## config.mk

```make
export PLATFORM = sky130hd
export DESIGN_NAME = la_top
export DESIGN_NICKNAME = d
export VERILOG_FILES = /design/src/logic/la_pkg.sv /design/src/logic/cmd_decoder.sv /design/src/logic/sampler.sv /design/src/logic/trigger_unit.sv /design/src/logic/sample_fifo.sv /design/src/logic/credit_tx.sv /design/src/logic/la_top.sv
export SDC_FILE = /design/constraint.sdc
export NUM_CORES = 1
export LEC_CHECK = 0
export BUFFER_PORTS_ARGS = -buffer_cell sky130_fd_sc_hd__buf_2
export CELL_PAD_IN_SITES_DETAIL_PLACEMENT = 0
export CELL_PAD_IN_SITES_GLOBAL_PLACEMENT = 1
export CORE_MARGIN = 2
export CORE_UTILIZATION = 50
export CTS_CLUSTER_DIAMETER = 50
export DETAILED_ROUTE_END_ITERATION = 8
export GPL_TIMING_DRIVEN = 0
export PLACE_DENSITY = 0.77
export SKIP_LAST_GASP = 1
export SYNTH_ARGS = -nofsm -noshare
export SYNTH_HDL_FRONTEND = slang
export SYNTH_SLANG_ARGS = --single-unit
export TNS_END_PERCENT = 5
```

## constraint.sdc

```tcl
create_clock -name clk_i -period 4.6 [get_ports clk_i]
set_clock_uncertainty 0.05 [all_clocks]
set_input_delay 0.69 -clock clk_i [delete_from_list [all_inputs] [get_ports clk_i]]
set_output_delay 0.69 -clock clk_i [all_outputs]
set_load 0.05 [all_outputs]
```

## src/logic/la_pkg.sv

```systemverilog
`default_nettype none

package la_pkg;

  // channel count of the analyzer
  localparam int CHLS = 32;

  typedef logic [CHLS-1:0] smpl_t; // one snapshot, also the host word
  typedef logic [23:0]     div_t;  // clock division factor

  // host command opcodes
  typedef enum logic [1:0] {
    OP_SET_DIV   = 2'd0,
    OP_SET_MASK  = 2'd1,
    OP_SET_VALUE = 2'd2,
    OP_ARM       = 2'd3
  } op_t;

  localparam int CAPTURE_LEN = 24;     // samples per trigger
  typedef logic [4:0] cnt_t;           // holds 0 .. CAPTURE_LEN

  localparam int FIFO_DEPTH = 16;      // power of two, pointers wrap
  typedef logic [3:0] fifo_ptr_t;

  localparam int MAX_CREDITS = 4;      // receiver buffer slots
  typedef logic [2:0] credit_t;        // holds 0 .. MAX_CREDITS

endpackage

`default_nettype wire

```

## src/logic/cmd_decoder.sv

```systemverilog
`default_nettype none
`timescale 1ns/1ps

module cmd_decoder (
  input  logic            clk_i,
  input  logic            rst_in,       // sync, active low
  input  logic            cmd_valid_i,  // one command per high cycle
  input  la_pkg::op_t     cmd_op_i,
  input  la_pkg::smpl_t   cmd_data_i,
  output logic            set_div_o,    // command was OP_SET_DIV
  output logic            exec_o,       // one pulse per command
  output logic            arm_o,        // one pulse on OP_ARM
  output la_pkg::div_t    fdiv_o,
  output la_pkg::smpl_t   trig_mask_o,
  output la_pkg::smpl_t   trig_value_o
);

  // opcode strobes for the current command
  logic is_div;
  logic is_mask;
  logic is_value;
  logic is_arm;

  assign is_div   = cmd_valid_i && (cmd_op_i == la_pkg::OP_SET_DIV);
  assign is_mask  = cmd_valid_i && (cmd_op_i == la_pkg::OP_SET_MASK);
  assign is_value = cmd_valid_i && (cmd_op_i == la_pkg::OP_SET_VALUE);
  assign is_arm   = cmd_valid_i && (cmd_op_i == la_pkg::OP_ARM);

  // flag pair and arm pulse
  always_ff @(posedge clk_i) begin : flags
    if (!rst_in) begin
      set_div_o <= 1'b0;
      exec_o    <= 1'b0;
      arm_o     <= 1'b0;
    end else begin
      set_div_o <= is_div;
      exec_o    <= cmd_valid_i; // every command executes
      arm_o     <= is_arm;
    end
  end

  // divider payload, only used when set_div_o is high
  always_ff @(posedge clk_i) begin : div_payload
    if (cmd_valid_i) begin
      fdiv_o <= cmd_data_i[23:0]; // low 24 bits carry the factor
    end
  end

  // trigger configuration holds until overwritten
  always_ff @(posedge clk_i) begin : trig_cfg
    if (!rst_in) begin
      trig_mask_o  <= '0; // zero mask matches anything
      trig_value_o <= '0;
    end else begin
      if (is_mask)  trig_mask_o  <= cmd_data_i;
      if (is_value) trig_value_o <= cmd_data_i;
    end
  end

endmodule

`default_nettype wire

```

## src/logic/sampler.sv

```systemverilog
`default_nettype none
`timescale 1ns/1ps

module sampler (
  input  logic          clk_i,
  input  logic          rst_in,
  input  la_pkg::div_t  fdiv_i,     // new division factor
  input  logic          set_div_i,  // command carries a divider
  input  logic          exec_i,     // command strobe
  input  la_pkg::smpl_t data_i,     // live channels
  output la_pkg::smpl_t smpls_o,    // last snapshot
  output logic          stb_o       // snapshot taken this cycle
);

  la_pkg::div_t  div_q;   // stored factor
  la_pkg::div_t  cnt_q;   // free running divider count
  la_pkg::smpl_t smpl_q;

  assign smpls_o = smpl_q;

  // divide clock and grab channels on wrap
  always_ff @(posedge clk_i) begin : take_samples
    if (!rst_in) begin
      cnt_q <= '0;
      stb_o <= 1'b0;
    end else if (cnt_q < div_q) begin
      cnt_q <= cnt_q + 1'b1;
      stb_o <= 1'b0;
    end else begin
      cnt_q <= '0;     // wrap, also catches a shrunk divider
      stb_o <= 1'b1;
    end
  end

  // snapshot register, same wrap condition
  always_ff @(posedge clk_i) begin : snapshot
    if (cnt_q >= div_q) begin
      smpl_q <= data_i;
    end
  end

  // divider update from the decoder
  always_ff @(posedge clk_i) begin : set_fdiv
    if (!rst_in) begin
      div_q <= '0; // stb every cycle after reset
    end else if (set_div_i && exec_i) begin
      div_q <= fdiv_i;
    end
  end

endmodule

`default_nettype wire

```

## src/logic/trigger_unit.sv

```systemverilog
`default_nettype none
`timescale 1ns/1ps

module trigger_unit (
  input  logic          clk_i,
  input  logic          rst_in,
  input  logic          arm_i,         // one cycle arm request
  input  la_pkg::smpl_t trig_mask_i,   // bits that take part in match
  input  la_pkg::smpl_t trig_value_i,  // required level of those bits
  input  la_pkg::smpl_t smpls_i,
  input  logic          stb_i,         // new sample on smpls_i
  output logic          wr_en_o,       // push into FIFO
  output la_pkg::smpl_t wr_data_o,
  output logic          clear_ovf_o,   // new capture clears overflow
  output logic          armed_o
);

  typedef enum logic [1:0] {
    IDLE,
    ARMED,
    CAPTURE
  } state_t;

  state_t       state_q;
  la_pkg::cnt_t cnt_q;   // samples pushed so far
  logic         match;
  logic         last;

  // masked compare, zero mask always matches
  assign match = ((smpls_i ^ trig_value_i) & trig_mask_i) == '0;
  assign last  = (cnt_q == la_pkg::cnt_t'(la_pkg::CAPTURE_LEN - 1));

  assign armed_o = (state_q != IDLE);

  always_ff @(posedge clk_i) begin : fsm
    if (!rst_in) begin
      state_q     <= IDLE;
      cnt_q       <= '0;
      wr_en_o     <= 1'b0;
      clear_ovf_o <= 1'b0;
    end else begin
      wr_en_o     <= 1'b0;
      clear_ovf_o <= 1'b0;
      case (state_q)
        IDLE, ARMED: begin
          if (arm_i) begin
            state_q     <= ARMED;  // re-arm just restarts the wait
            clear_ovf_o <= 1'b1;
          end else if (state_q == ARMED && stb_i && match) begin
            wr_en_o <= 1'b1;       // trigger sample is the first push
            cnt_q   <= 5'd1;
            state_q <= CAPTURE;
          end
        end
        CAPTURE: begin             // arm is ignored here
          if (stb_i) begin
            wr_en_o <= 1'b1;
            cnt_q   <= cnt_q + 1'b1;
            if (last) state_q <= IDLE;
          end
        end
        default: state_q <= IDLE;
      endcase
    end
  end

  // payload follows stb, valid only with wr_en_o
  always_ff @(posedge clk_i) begin : push_data
    if (stb_i) begin
      wr_data_o <= smpls_i;
    end
  end

endmodule

`default_nettype wire

```

## src/logic/sample_fifo.sv

```systemverilog
`default_nettype none
`timescale 1ns/1ps

module sample_fifo (
  input  logic          clk_i,
  input  logic          rst_in,
  input  logic          wr_en_i,
  input  la_pkg::smpl_t wr_data_i,
  input  logic          rd_en_i,      // pop head, rd_data_o valid now
  input  logic          clear_ovf_i,
  output la_pkg::smpl_t rd_data_o,    // show-ahead head word
  output logic          empty_o,
  output logic          ovf_o         // sticky, a write was dropped
);

  la_pkg::smpl_t mem [la_pkg::FIFO_DEPTH];

  la_pkg::fifo_ptr_t wr_ptr_q;
  la_pkg::fifo_ptr_t rd_ptr_q;
  logic [$clog2(la_pkg::FIFO_DEPTH):0] fill_q; // one extra bit for full

  logic full;
  logic do_wr;
  logic do_rd;

  assign full    = (fill_q == la_pkg::FIFO_DEPTH);
  assign empty_o = (fill_q == '0);
  assign do_wr   = wr_en_i && !full;   // no write on full, even with a pop
  assign do_rd   = rd_en_i && !empty_o;

  assign rd_data_o = mem[rd_ptr_q];

  // storage only, no reset
  always_ff @(posedge clk_i) begin : store
    if (do_wr) begin
      mem[wr_ptr_q] <= wr_data_i;
    end
  end

  always_ff @(posedge clk_i) begin : ptrs
    if (!rst_in) begin
      wr_ptr_q <= '0;
      rd_ptr_q <= '0;
      fill_q   <= '0;
    end else begin
      if (do_wr) wr_ptr_q <= wr_ptr_q + 1'b1; // wraps at depth
      if (do_rd) rd_ptr_q <= rd_ptr_q + 1'b1;
      case ({do_wr, do_rd})
        2'b10:   fill_q <= fill_q + 1'b1;
        2'b01:   fill_q <= fill_q - 1'b1;
        default: fill_q <= fill_q;          // both or neither
      endcase
    end
  end

  // dropped write sets it, next arm clears it
  always_ff @(posedge clk_i) begin : overflow
    if (!rst_in) begin
      ovf_o <= 1'b0;
    end else if (wr_en_i && full) begin
      ovf_o <= 1'b1;
    end else if (clear_ovf_i) begin
      ovf_o <= 1'b0;
    end
  end

endmodule

`default_nettype wire

```

## src/logic/credit_tx.sv

```systemverilog
`default_nettype none
`timescale 1ns/1ps

module credit_tx (
  input  logic          clk_i,
  input  logic          rst_in,
  input  logic          empty_i,
  input  la_pkg::smpl_t rd_data_i,    // FIFO head
  input  logic          credit_i,     // one credit back per high cycle
  output logic          rd_en_o,      // pop request
  output logic          out_valid_o,
  output la_pkg::smpl_t out_data_o
);

  la_pkg::credit_t credits_q; // free slots at the receiver

  // pop whenever data and a credit are both there
  assign rd_en_o = !empty_i && (credits_q != '0);

  always_ff @(posedge clk_i) begin : credit_cnt
    if (!rst_in) begin
      credits_q <= la_pkg::credit_t'(la_pkg::MAX_CREDITS);
    end else begin
      case ({rd_en_o, credit_i})
        2'b10:   credits_q <= credits_q - 1'b1; // word sent
        2'b01:   credits_q <= credits_q + 1'b1; // slot freed
        default: credits_q <= credits_q;        // net zero
      endcase
    end
  end

  // one cycle valid after each pop
  always_ff @(posedge clk_i) begin : out_valid
    if (!rst_in) begin
      out_valid_o <= 1'b0;
    end else begin
      out_valid_o <= rd_en_o;
    end
  end

  always_ff @(posedge clk_i) begin : out_word
    if (rd_en_o) begin
      out_data_o <= rd_data_i; // held until next pop
    end
  end

endmodule

`default_nettype wire

```

## src/logic/la_top.sv

```systemverilog
`default_nettype none
`timescale 1ns/1ps

module la_top (
  input  logic          clk_i,
  input  logic          rst_in,
  input  logic          cmd_valid_i,
  input  la_pkg::op_t   cmd_op_i,
  input  la_pkg::smpl_t cmd_data_i,
  input  la_pkg::smpl_t data_i,       // probed channels
  input  logic          credit_i,
  output logic          out_valid_o,
  output la_pkg::smpl_t out_data_o,
  output logic          armed_o,
  output logic          ovf_o
);

  // decoder outputs
  logic          set_div;
  logic          exec;
  logic          arm;
  la_pkg::div_t  fdiv;
  la_pkg::smpl_t trig_mask;
  la_pkg::smpl_t trig_value;

  // sampler to trigger
  la_pkg::smpl_t smpls;
  logic          stb;

  // trigger to FIFO
  logic          wr_en;
  la_pkg::smpl_t wr_data;
  logic          clear_ovf;

  // FIFO to output stage
  la_pkg::smpl_t rd_data;
  logic          empty;
  logic          rd_en;

  cmd_decoder u_cmd_decoder (
    .clk_i        (clk_i),
    .rst_in       (rst_in),
    .cmd_valid_i  (cmd_valid_i),
    .cmd_op_i     (cmd_op_i),
    .cmd_data_i   (cmd_data_i),
    .set_div_o    (set_div),
    .exec_o       (exec),
    .arm_o        (arm),
    .fdiv_o       (fdiv),
    .trig_mask_o  (trig_mask),
    .trig_value_o (trig_value)
  );

  sampler u_sampler (
    .clk_i     (clk_i),
    .rst_in    (rst_in),
    .fdiv_i    (fdiv),
    .set_div_i (set_div),
    .exec_i    (exec),
    .data_i    (data_i),
    .smpls_o   (smpls),
    .stb_o     (stb)
  );

  trigger_unit u_trigger_unit (
    .clk_i        (clk_i),
    .rst_in       (rst_in),
    .arm_i        (arm),
    .trig_mask_i  (trig_mask),
    .trig_value_i (trig_value),
    .smpls_i      (smpls),
    .stb_i        (stb),
    .wr_en_o      (wr_en),
    .wr_data_o    (wr_data),
    .clear_ovf_o  (clear_ovf),
    .armed_o      (armed_o)
  );

  // no back-pressure upstream, full FIFO drops
  sample_fifo u_sample_fifo (
    .clk_i       (clk_i),
    .rst_in      (rst_in),
    .wr_en_i     (wr_en),
    .wr_data_i   (wr_data),
    .rd_en_i     (rd_en),
    .clear_ovf_i (clear_ovf),
    .rd_data_o   (rd_data),
    .empty_o     (empty),
    .ovf_o       (ovf_o)
  );

  credit_tx u_credit_tx (
    .clk_i       (clk_i),
    .rst_in      (rst_in),
    .empty_i     (empty),
    .rd_data_i   (rd_data),
    .credit_i    (credit_i),
    .rd_en_o     (rd_en),
    .out_valid_o (out_valid_o),
    .out_data_o  (out_data_o)
  );

endmodule

`default_nettype wire

```

==> impl_metrics.ini <==
[timing]
worstMarginPinSlew_ps = 1120
final_max_slew_viol_count = 0
period_needed_ps = 3430
min_period_over_period_pct = 74.5
rsz0062_at_grt = false
tns_ps = 0
setup_viol = 0
slew_headroom_pct = 25.5
fmax_mhz = 292
finalHoldViolCount = 0

[detailed_routing]
drt_first_iter_violations = 1421
post-route-drc-count = 0
drt_first_pass_iters = 5
post_drt_wl_per_cell_um = 24.5
vias = 15400
routed_via_density = 5.69
routed_wl_um = 66500
ant_nets = 0

[synth]
synth_flop_cell = edfxtp_1
synth_fp_nets = 1767
syn_area_um2 = 29400
ys_async_sr_fraction_pct = 0
synth_edf_count = 632
synth_area_leader_cell = edfxtp_1
syn_inst = 1659
avgSynthCellArea_um2 = 17.7
ys_warn_count = 0
synthTopCellsByArea = edfxtp_1 (65%), mux4_2 (12%), dfxtp_1 (9.7%), nand2_1 (2.5%), a21oi_1 (1.8%)
ys_seq_area_share_pct = 74.3
synth_top_area_share_pct = 64.5
synth_cell_types = 50
ys_ff_latch = 775

[flow_run]
cap_viol_max_count = 0

[floorplanning]
die_x_um = 247
coreArea_um2 = 57900
die_h_um = 247
start_util_pct = 50.8
io_pins = 105
fp.dieArea_um2 = 60800
row_count = 88

[final_layout]
drive_gt1_share_pct = 23.3
num_antenna_cells = 0
final_util_pct = 59.0
areaGrowthSynthToFinish_pct = 16.3
fin_nets = 1986

[power]
power.density_nw_per_um2 = 532
leakage_nw = 11.2
peakVddDrop_uv = 331

[global_routing]
grt_pass1_wl_um = 99100
grt_pass1_vias = 15800
track_usage_pct = 22.6
grt_overflow = 0
antenna_found_initial = 4
grt_max_degree = 33

[cts]
clk_latency_ps = 630
htreeDepth = 3
clockBufferDepth = 3
clk_pin_slew_ps = 60
post_cts_buffers = 0
ctsResizeCount = 0
cts_made_buffers = 83
cts.sinks = 775
cts_hold_buf = 0
clock-root-buffer = clkbuf_16
cts_tree = built

[worst_setup_path]
required_ps = 4780
arrival_ps = 3610
cp_max_fo = 32
critical_path_class = reg -> reg
r2r_cells = 9
critPathCaptureType = flop
crit_path_start_kind = flop

[hold_path]
hold_path_depth = 1
hold_class = in -> reg

[outcome]
status = completed

[placement]
dp_hpwl_um = 44400
gp_congestion = 0.837
numPortBuffers = 104
Yosys cell counts (all sizes together), types with 3 or more instances:
cell    instances
a21o           10
nand2         196
nand3          20
o21a            3
nand2b          3
nor2b           5
a22oi          15
inv            42
clkbuf         59
nor3           38
nand4          16
edfxtp        632
nor2           42
and2            4
xnor2          16
dfxtp         143
or2             3
ha             36
a21oi         104
buf            19
o21ai           7
xor2           50
mux4          160
and3            7
kinds of logic (layout without fill, tap and decap cells):
kind of cell               after synthesis  count (layout)  share of synthesized area (%)
muxes                                  162             162                           12.3
and+or+nand+nor                        342             342                           5.05
DFF                                    775             775                           74.3
xor gates and xnor gates                66              66                           1.97
buffers and inverters                  121             409                           1.62
adders and majority gates               38              38                           1.67
AOI/OAI and AO/OA                      155             155                           3.10
metrics by stage:
stage          hold slack [ps]  cell area, um^2  std cells  setup WS, ps  power, mW
2_1_floorplan              386            29400       1659           419       10.8
4_1_cts                    162            34200       2712           739       18.3
5_1_grt                    170            34200       2712           903       18.8
6_report                   184            34200       2712          1170       18.2
3_5_place_dp               400            31500       2558           750       11.9
3_3_place_gp               395            30900       2528         -2020       11.7
power by group:
group	total (mW)	internal, mW	switching, mW
clock	6.51	3.81	2.70
combinational	3.31	1.34	1.97
sequential	8.35	8.07	0.284
total	18.2	13.2	4.96
cells in the final DEF (no fill, tap or decap), types with 36 or more instances in the layout:
cell type / Yosys / final
clkbuf_1: 59 / 75
dfxtp_1: 143 / 142
nand2_1: 196 / 196
inv_1: 42 / 42
ha_1: 36 / 36
clkbuf_16: 0 / 85
buf_2: 11 / 115
mux4_2: 160 / 160
edfxtp_1: 632 / 632
xor2_1: 50 / 50
a21oi_1: 104 / 103
worst paths after layout:
| path | start | end | slack (ps) |
|---|---|---|---|
| hold reg to reg | u_sampler.div_q[15] | u_sampler.div_q[15] | 410 |
| setup reg to reg | u_sampler.div_q[19] | u_sampler.smpls_o[22] | 1170 |
| hold / removal | data_i[25] | u_sampler.smpls_o[25] | 180 |
| setup / recovery | u_sampler.div_q[19] | u_sampler.smpls_o[22] | 1170 |
layer usage:
| metal | global-route usage (%) | routed length, um | up-vias |
|---|---|---|---|
| met5 | 0 | 0 | - |
| met4 | 8.17 | 2010 | 0 |
| met3 | 4.50 | 4770 | 107 |
| met2 | 37.9 | 33600 | 578 |
| met1 | 29.4 | 26100 | 7856 |
| li1 | - | - | 6877 |
sequential cells by signal (all words and copies together), names as in the netlist, 5 cells and up:
| name | count |
|---|---|
| u_sampler.cnt_q | 24 |
| u_sample_fifo.mem | 512 |
| u_cmd_decoder.fdiv_o | 24 |
| u_sample_fifo.fill_q | 5 |
| u_cmd_decoder.trig_mask_o | 32 |
| u_sampler.smpls_o | 32 |
| u_cmd_decoder.trig_value_o | 32 |
| u_credit_tx.out_data_o | 32 |
| u_trigger_unit.wr_data_o | 32 |
| u_trigger_unit.cnt_q | 5 |
| u_sampler.div_q | 24 |
cell type report:
class,instances,area (um^2)
Clock inverter,49,454
Fill cell,4391,23700
Clock buffer,105,2240
Timing Repair Buffer,134,1010
Buffer,78,314
Inverter,43,161
Sequential cell,775,21800
Multi-Input combinational cell,763,7210
Tap cell,765,957
critical path: stages, from the launching register on:
cell and delay, ps:
dfxtp_1 350, inv_1 50, ha_1 280, nand4_1 170, nor4_1 530, o21ai_0 180, a21oi_1 210, a211o_1 120
clkbuf_1 350, a21o_2 720
Power figures use the tool's default switching activity.
